===== src/logic/exec_pkg.sv =====
package exec_pkg;

    // width of the data fields in the structs below
    localparam int DATA_W = 64;

    // operation codes, any code not listed here yields zero
    typedef enum logic [4:0] {
        op_add    = 5'd0,
        op_sub    = 5'd1,
        op_pass_a = 5'd2,
        op_pass_b = 5'd3,
        op_xor    = 5'd4,
        op_or     = 5'd5,
        op_and    = 5'd6,
        op_sll    = 5'd7,
        op_srl    = 5'd8,
        op_sra    = 5'd9,
        op_slt    = 5'd10,
        op_sltu   = 5'd11,
        op_eq     = 5'd12,
        op_ge     = 5'd13,
        op_geu    = 5'd14,
        op_mul    = 5'd15,
        op_div    = 5'd16,
        op_divu   = 5'd17,
        op_rem    = 5'd18,
        op_remu   = 5'd19
    } alu_op_e;

    // operand a source
    typedef enum logic [1:0] {
        sel_a_pc  = 2'd0,
        sel_a_rs1 = 2'd1
    } sel_a_e;

    // operand b source, code 3 is not legal
    typedef enum logic [1:0] {
        sel_b_imm = 2'd0,
        sel_b_rs2 = 2'd1,
        sel_b_csr = 2'd2
    } sel_b_e;

    typedef struct packed {
        alu_op_e           op;
        logic [DATA_W-1:0] pc;
        logic [DATA_W-1:0] rs1;
        logic [DATA_W-1:0] rs2;
        logic [DATA_W-1:0] csr;
        logic [DATA_W-1:0] imm;
        sel_a_e            sel_a;
        sel_b_e            sel_b;
        // zero-extend rs1[31:0], sra works on the low word
        logic              word;
    } issue_t;

    typedef struct packed {
        alu_op_e           op;
        logic [DATA_W-1:0] a;
        logic [DATA_W-1:0] b;
        logic              word;
    } operands_t;

    typedef struct packed {
        logic [DATA_W-1:0] res;
    } result_t;

    // division rule
    //   div, divu by zero give all ones
    //   rem, remu by zero give the dividend
    //   signed min / -1 gives min for div and zero for rem
    localparam logic [DATA_W-1:0] DIV_ZERO_QUOT = '1;
    localparam logic [DATA_W-1:0] SIGNED_MIN    = {1'b1, {(DATA_W-1){1'b0}}};
    localparam logic [DATA_W-1:0] MINUS_ONE     = '1;
    localparam logic [DATA_W-1:0] OVF_REM       = '0;

endpackage


===== src/logic/operand_select.sv =====
`timescale 1ns/1ps

module operand_select #(
    parameter int XLEN = 64
) (
    input  logic                clk,
    input  logic                rst_n,
    input  logic                flush,
    input  logic                issue_valid,
    input  exec_pkg::issue_t    issue,
    input  logic                busy,
    output logic                op_valid,
    output exec_pkg::operands_t operands
);

    logic            accept;
    logic [XLEN-1:0] a_sel;
    logic [XLEN-1:0] b_sel;

    // upstream holds off while busy, anything presented then is dropped
    assign accept = issue_valid && !busy;

    always_comb begin
        if (issue.sel_a == exec_pkg::sel_a_rs1) begin
            a_sel = issue.word ? {{(XLEN-32){1'b0}}, issue.rs1[31:0]} : issue.rs1;
        end else begin
            a_sel = issue.pc;
        end
        case (issue.sel_b)
            exec_pkg::sel_b_rs2: b_sel = issue.rs2;
            exec_pkg::sel_b_csr: b_sel = issue.csr;
            default:             b_sel = issue.imm;
        endcase
    end

    always_ff @(posedge clk) begin
        if (!rst_n) begin
            op_valid <= 1'b0;
        end else begin
            op_valid <= accept && !flush;
        end
    end

    always_ff @(posedge clk) begin
        if (accept) begin
            operands <= '{op: issue.op, a: a_sel, b: b_sel, word: issue.word};
        end
    end

    // a decoder upstream must never emit the spare sel_b code
    a_sel_b_legal: assert property (@(posedge clk) disable iff (!rst_n)
        issue_valid |-> (issue.sel_b inside {exec_pkg::sel_b_imm, exec_pkg::sel_b_rs2,
                                             exec_pkg::sel_b_csr}));

endmodule


===== config.mk =====
export PLATFORM = sky130hd
export DESIGN_NAME = operand_select
export DESIGN_NICKNAME = d
export VERILOG_FILES = /design/src/logic/exec_pkg.sv /design/src/logic/operand_select.sv
export SDC_FILE = /design/constraint.sdc
export NUM_CORES = 1
export LEC_CHECK = 0
export BUFFER_PORTS_ARGS = -buffer_cell sky130_fd_sc_hd__buf_2
export CAP_MARGIN = 5
export CORE_AREA = 2 2 183 185
export DETAILED_ROUTE_END_ITERATION = 7
export DIE_AREA = 0 0 185 187
export GPL_TIMING_DRIVEN = 0
export PLACE_DENSITY = 0.49
export SETUP_SLACK_MARGIN = 0.02
export SYNTH_ARGS = -nofsm -noshare
export SYNTH_HDL_FRONTEND = slang
export SYNTH_SLANG_ARGS = --single-unit

===== constraint.sdc =====
create_clock -name clk -period 7.3 [get_ports clk]
set_input_delay 0.73 -clock clk [delete_from_list [all_inputs] [get_ports clk]]
set_output_delay 0.73 -clock clk [all_outputs]
set_load 0.03 [all_outputs]

==> results of run 1 <==
-- synthesized netlist by cell type --
library cell,n
ha_1,2
edfxtp_1,134
nor2b_1,12
nand2_1,64
inv_1,2
mux2_4,60
buf_4,1
and2b_1,21
dfxtp_1,1
o21ai_0,64
buf_12,7
nor2b_4,1
mux2_2,4
clkbuf_1,9
and3b_1,1
buf_2,21
a22oi_1,64
-- where the power goes --
part           internal (mW)  switching (mW)  leakage (nW)
sequential             0.928          0.0134          1.23
combinational          0.189           0.284          3.02
clock                  0.514           0.372         0.284
total                   1.63           0.670          4.54
-- flip-flops by register name, summed over array words and instances, names as in the netlist --
name	count
operands	134
op_valid	1
-- through the flow --
step | util (%) | worst slack [ps]
after CTS | 31.0 | 5090
after floorplan | - | 2630
after detailed placement | 29.2 | 4620
final | 31.0 | 5280
after global routing | 31.0 | 5040
after global placement | 29.0 | 736
-- logic make-up after synthesis --
group | synth area share, %
and+or+nand+nor | 7.50
buffers and inverters | 4.45
AOI/OAI and AO/OA | 12.1
DFF | 61.2
muxes | 14.3
adders and majority gates | 0.379
-- layer usage --
metal	vias to the layer above	routed length, um	global-route usage (%)	share of wire [%]
li1	2764	-	-	-
met1	2661	9390	14.9	39
met2	320	12100	24.3	50
met3	23	2360	4.79	9.7
met4	4	339	3.72	1.4
met5	-	30	0	0.12
-- final timing paths --
path / endpoint / slack [ps] / startpoint / depth (start not counted)
setup / recovery: operands[9]$_DFFE_PP_ / 5280 / issue[1] / 7
hold / removal: operands[132]$_DFFE_PP_ / 480 / issue[328] / 1
-- layout make-up --
cell class | count | area [um^2]
Clock buffer | 18 | 429
Sequential cell | 135 | 4040
Clock inverter | 14 | 163
Inverter | 2 | 7.51
Multi-Input combinational cell | 293 | 2270
Tap cell | 448 | 561
Buffer | 38 | 287
Timing Repair Buffer | 473 | 2430
Fill cell | 3486 | 22700
-- worst max-delay path: cells and delay by family --
kind / cells / cell delay, ps
compound gates: 1 / 130
simple gates: 1 / 230
fa+ha+maj: 1 / 280
buf+inv: 4 / 920
==> reports/metrics.yaml, run 1 <==
die-area_um2: 34600
hold_viol: 0
critical_path_class: "in -> reg"
die_h_um: 187
path_clk_slew_ps: 70
synth_top_area_share_pct: 60.9
max_cap_viol_count: 0
drive_above_1_share_pct: 61.5
relSlewSlack_pct: 44.4
post-place-cells: 1389
drv_slew: 0
n_antenna_cell: 0
irDropWorstVdd_v: 0.000137
yosysSeqAreaShare_pct: 61.2
nNetsFinal: 1297
total_power_mw: 2.30
critical_path_required_ps: 7570
numClockSinks: 135
core-area_um2: 32900
gp_congestion: 0.805
status: "completed"
yosys.area.top_type: "edfxtp_1"
grt_pass1_vias: 5911
drtAntennaViolNets: 0
cts_inserted_buffers: 17
max_stage_delay_ps: 620
start_util_pct: 20.1
fin_crit_sh_pct: 27.7
io_buffers: 469
vias: 5772
area_delta_synth_final_pct: 54.3
synthCells: 468
drc: 0
final_cell_mix: "490 x buf_2, 134 x edfxtp_1, 64 x a22oi_1, 64 x nand2_1, 64 x o21ai_0"
cp.arrival_ps: 2290
p_leak_nw: 4.54
ctsLongestPathBuffers: 2
fin_cells: 1421
hold_path.class: "in -> reg"
max_freq_ghz: 0.494
final_area_um2: 10200
whs_ps: 484
synth.avg_cell_area_um2: 14.1
initialDrtViolationCount: 215
row_count: 67
viasPerCell: 4.06
final_common_cell: "buf_2"
ctsHoldBuffers: 0
antenna_found_initial: 2
grt-ovfl-total: 0
ys_top_cells_by_area: "edfxtp_1 61%, mux2_4 14%, a22oi_1 7.3%"
synth-warning-count: 0
postCtsSetupRepairBufs: 0
track_usage_pct: 13.5
synth-seq-cells: 135
crit_path_cell_trace: "buf_2 > inv_1 > ha_1 > buf_4 > clkbuf_1 > nand2_1 > o21ai_0"
critPathCaptureType: "flip-flop"
place_area_um2: 9600
post-dp-hpwl_um: 19800
crit_fanout: 10
wire_per_inst_um: 17.1
grt_pass1_wl_um: 34100
dr.pass1.iters: 4
worst_slew_pin_slew_ps: 834
setup_viol: 0
setup_tns_ps: 0
syn_area_um2: 6610
cts_root_buf: "clkbuf_16"
rsz0062_at_grt: "no"
ys_types: 17
p_per_area_nw_per_um2: 226
cts_resized: 0
fin_crit_ps: 2020
tritoncts: "yes"
grt_max_degree: 35
syn-num-nets: 805
num_io_pins: 470
fp.dieW_um: 185
crit_path_top_delay_cell: "clkbuf_1"
startpoint_type: "primary input"
htreeDepth: 4
routed_wirelength_um: 24300
Power figures use the tool's default switching activity.
==> run 2, diff against run 1 <==
- CORE_AREA: 2 2 183 185 -> 2 2 181 183
- DIE_AREA: 0 0 185 187 -> 0 0 183 185
- PLACE_DENSITY: 0.49 -> 0.48
- clock period: 7.3 -> 1.9 ns (I/O delays scaled with it)
==> reports/metrics.yaml, run 2 (synthesis gave the netlist of run 1 again) <==
status: "completed"
grt_pass1_vias: 5960
die-area_um2: 33900
largest_reg_flops: 134
pwr-share-clk_pct: 37.5
wl_met2_um: 13100
rsz0062_at_grt: "no"
vias: 5779
crit_fanout: 32
antenna_found_initial: 2
top_regs: "operands: 134 flops, op_valid: 1 flops"
critical_path_required_ps: 2020
multi_input_area_um2: 2270
hold_path.class: "in -> reg"
htreeDepth: 4
p_int_mw: 6.13
row_count: 66
wl_met1_um: 9700
die_h_um: 185
setup_viol: 0
sequentialPowerShare_pct: 41.5
ctsLongestPathBuffers: 2
p_sw_share_pct: 29.7
drive_above_1_share_pct: 61.1
worst_slew_pin_slew_ps: 857
cts_root_buf: "clkbuf_16"
path_clk_slew_ps: 60
core-area_um2: 32000
final_cell_mix: "490 x buf_2, 134 x edfxtp_1, 64 x a22oi_1, 64 x nand2_1, 64 x o21ai_0"
max_cap_viol_count: 0
critical_path_class: "in -> reg"
fin_crit_ps: 1460
hold_viol: 0
grt_pass1_wl_um: 35900
irDropWorstVdd_v: 0.000502
relSlewSlack_pct: 42.7
hold_depth: 2
met3_length_um: 2070
numClockSinks: 135
num_io_pins: 470
start_util_pct: 20.6
switchingPower_mw: 2.59
drtAntennaViolNets: 0
final_common_cell: "buf_2"
p_leak_nw: 4.55
startpoint_type: "primary input"
max_freq_ghz: 0.687
viasPerCell: 4.16
track_usage_pct: 14.5
grt_max_degree: 33
drc: 0
fp.dieW_um: 183
initialDrtViolationCount: 215
combPwrFrac_pct: 21.0
wire_per_inst_um: 18.2
post-dp-hpwl_um: 20500
grt-ovfl-total: 0
cp.arrival_ps: 1570
regMostFlops: "operands"
fin_crit_sh_pct: 76.6
top_layer_used: "met5"
gp_congestion: 0.806
dr.pass1.iters: 4
critPathCaptureType: "flip-flop"
cts_inserted_buffers: 17
drv_slew: 0
p_per_area_nw_per_um2: 857
routed_wirelength_um: 25300
layout.area.seq_um2: 4040
area_delta_synth_final_pct: 54.1
total_power_mw: 8.72
n_fill_cell: 3350
nNetsFinal: 1303
post-route-util_pct: 31.8
io_buffers: 469
tritoncts: "yes"
[run 2: final timing paths]
check / start / end / slack, ps
max: busy / operands[102]$_DFFE_PP_ / 440
min: flush / op_valid$_SDFF_PN0_ / 50
[run 2: per-stage QoR]
stage          hold slack [ps]  worst slack [ps]  area (um^2)  instances  TNS (ps)
2_1_floorplan              289              -743         6610        468   -100190
3_3_place_gp               368             -1940         9470       1345   -259910
3_5_place_dp               370              27.5         9550       1349         0
4_1_cts                   15.0               469        10200       1387         0
5_1_grt                   20.3               379        10200       1387         0
6_report                  46.2               445        10200       1388         0
[run 2: cell type report]
type	instances	area share [%]
antenna	1	0.0246
tap	408	5.02
clock buffer	17	4.18
inverter	2	0.0738
buffer	38	2.82
sequential	135	39.7
timing repair buffer	479	24.4
multi-input combinational	293	22.4
clock inverter	15	1.36
[run 2: timing repair]
action / in CTS / in global routing
setup buffers: 0 / 0
hold buffers: 6 / 0
resized for setup: 0 / 0
hold endpoints to repair: 6 / 0
[run 2: metal layers]
metal,vias up,global-route usage (%)
li1,2779,-
met1,2671,15.7
met2,308,27.0
met3,19,4.44
met4,2,4.32
met5,-,0
[run 2: power groups by stage]
| stage | combinational (mW) | clock, mW | sequential, mW |
|---|---|---|---|
| after floorplan | 0.559 | 0 | 4.16 |
| after detailed placement | 1.85 | 0 | 3.69 |
| final | 1.83 | 3.27 | 3.62 |
| after global placement | 1.83 | 0 | 3.69 |
| after global routing | 1.98 | 3.51 | 3.64 |
| after CTS | 1.87 | 3.40 | 3.63 |
[run 2: worst max-delay path: stages]
cell     delay [ps]
buf_2           130
nor2b_4         670
buf_12          280
buf_12          230
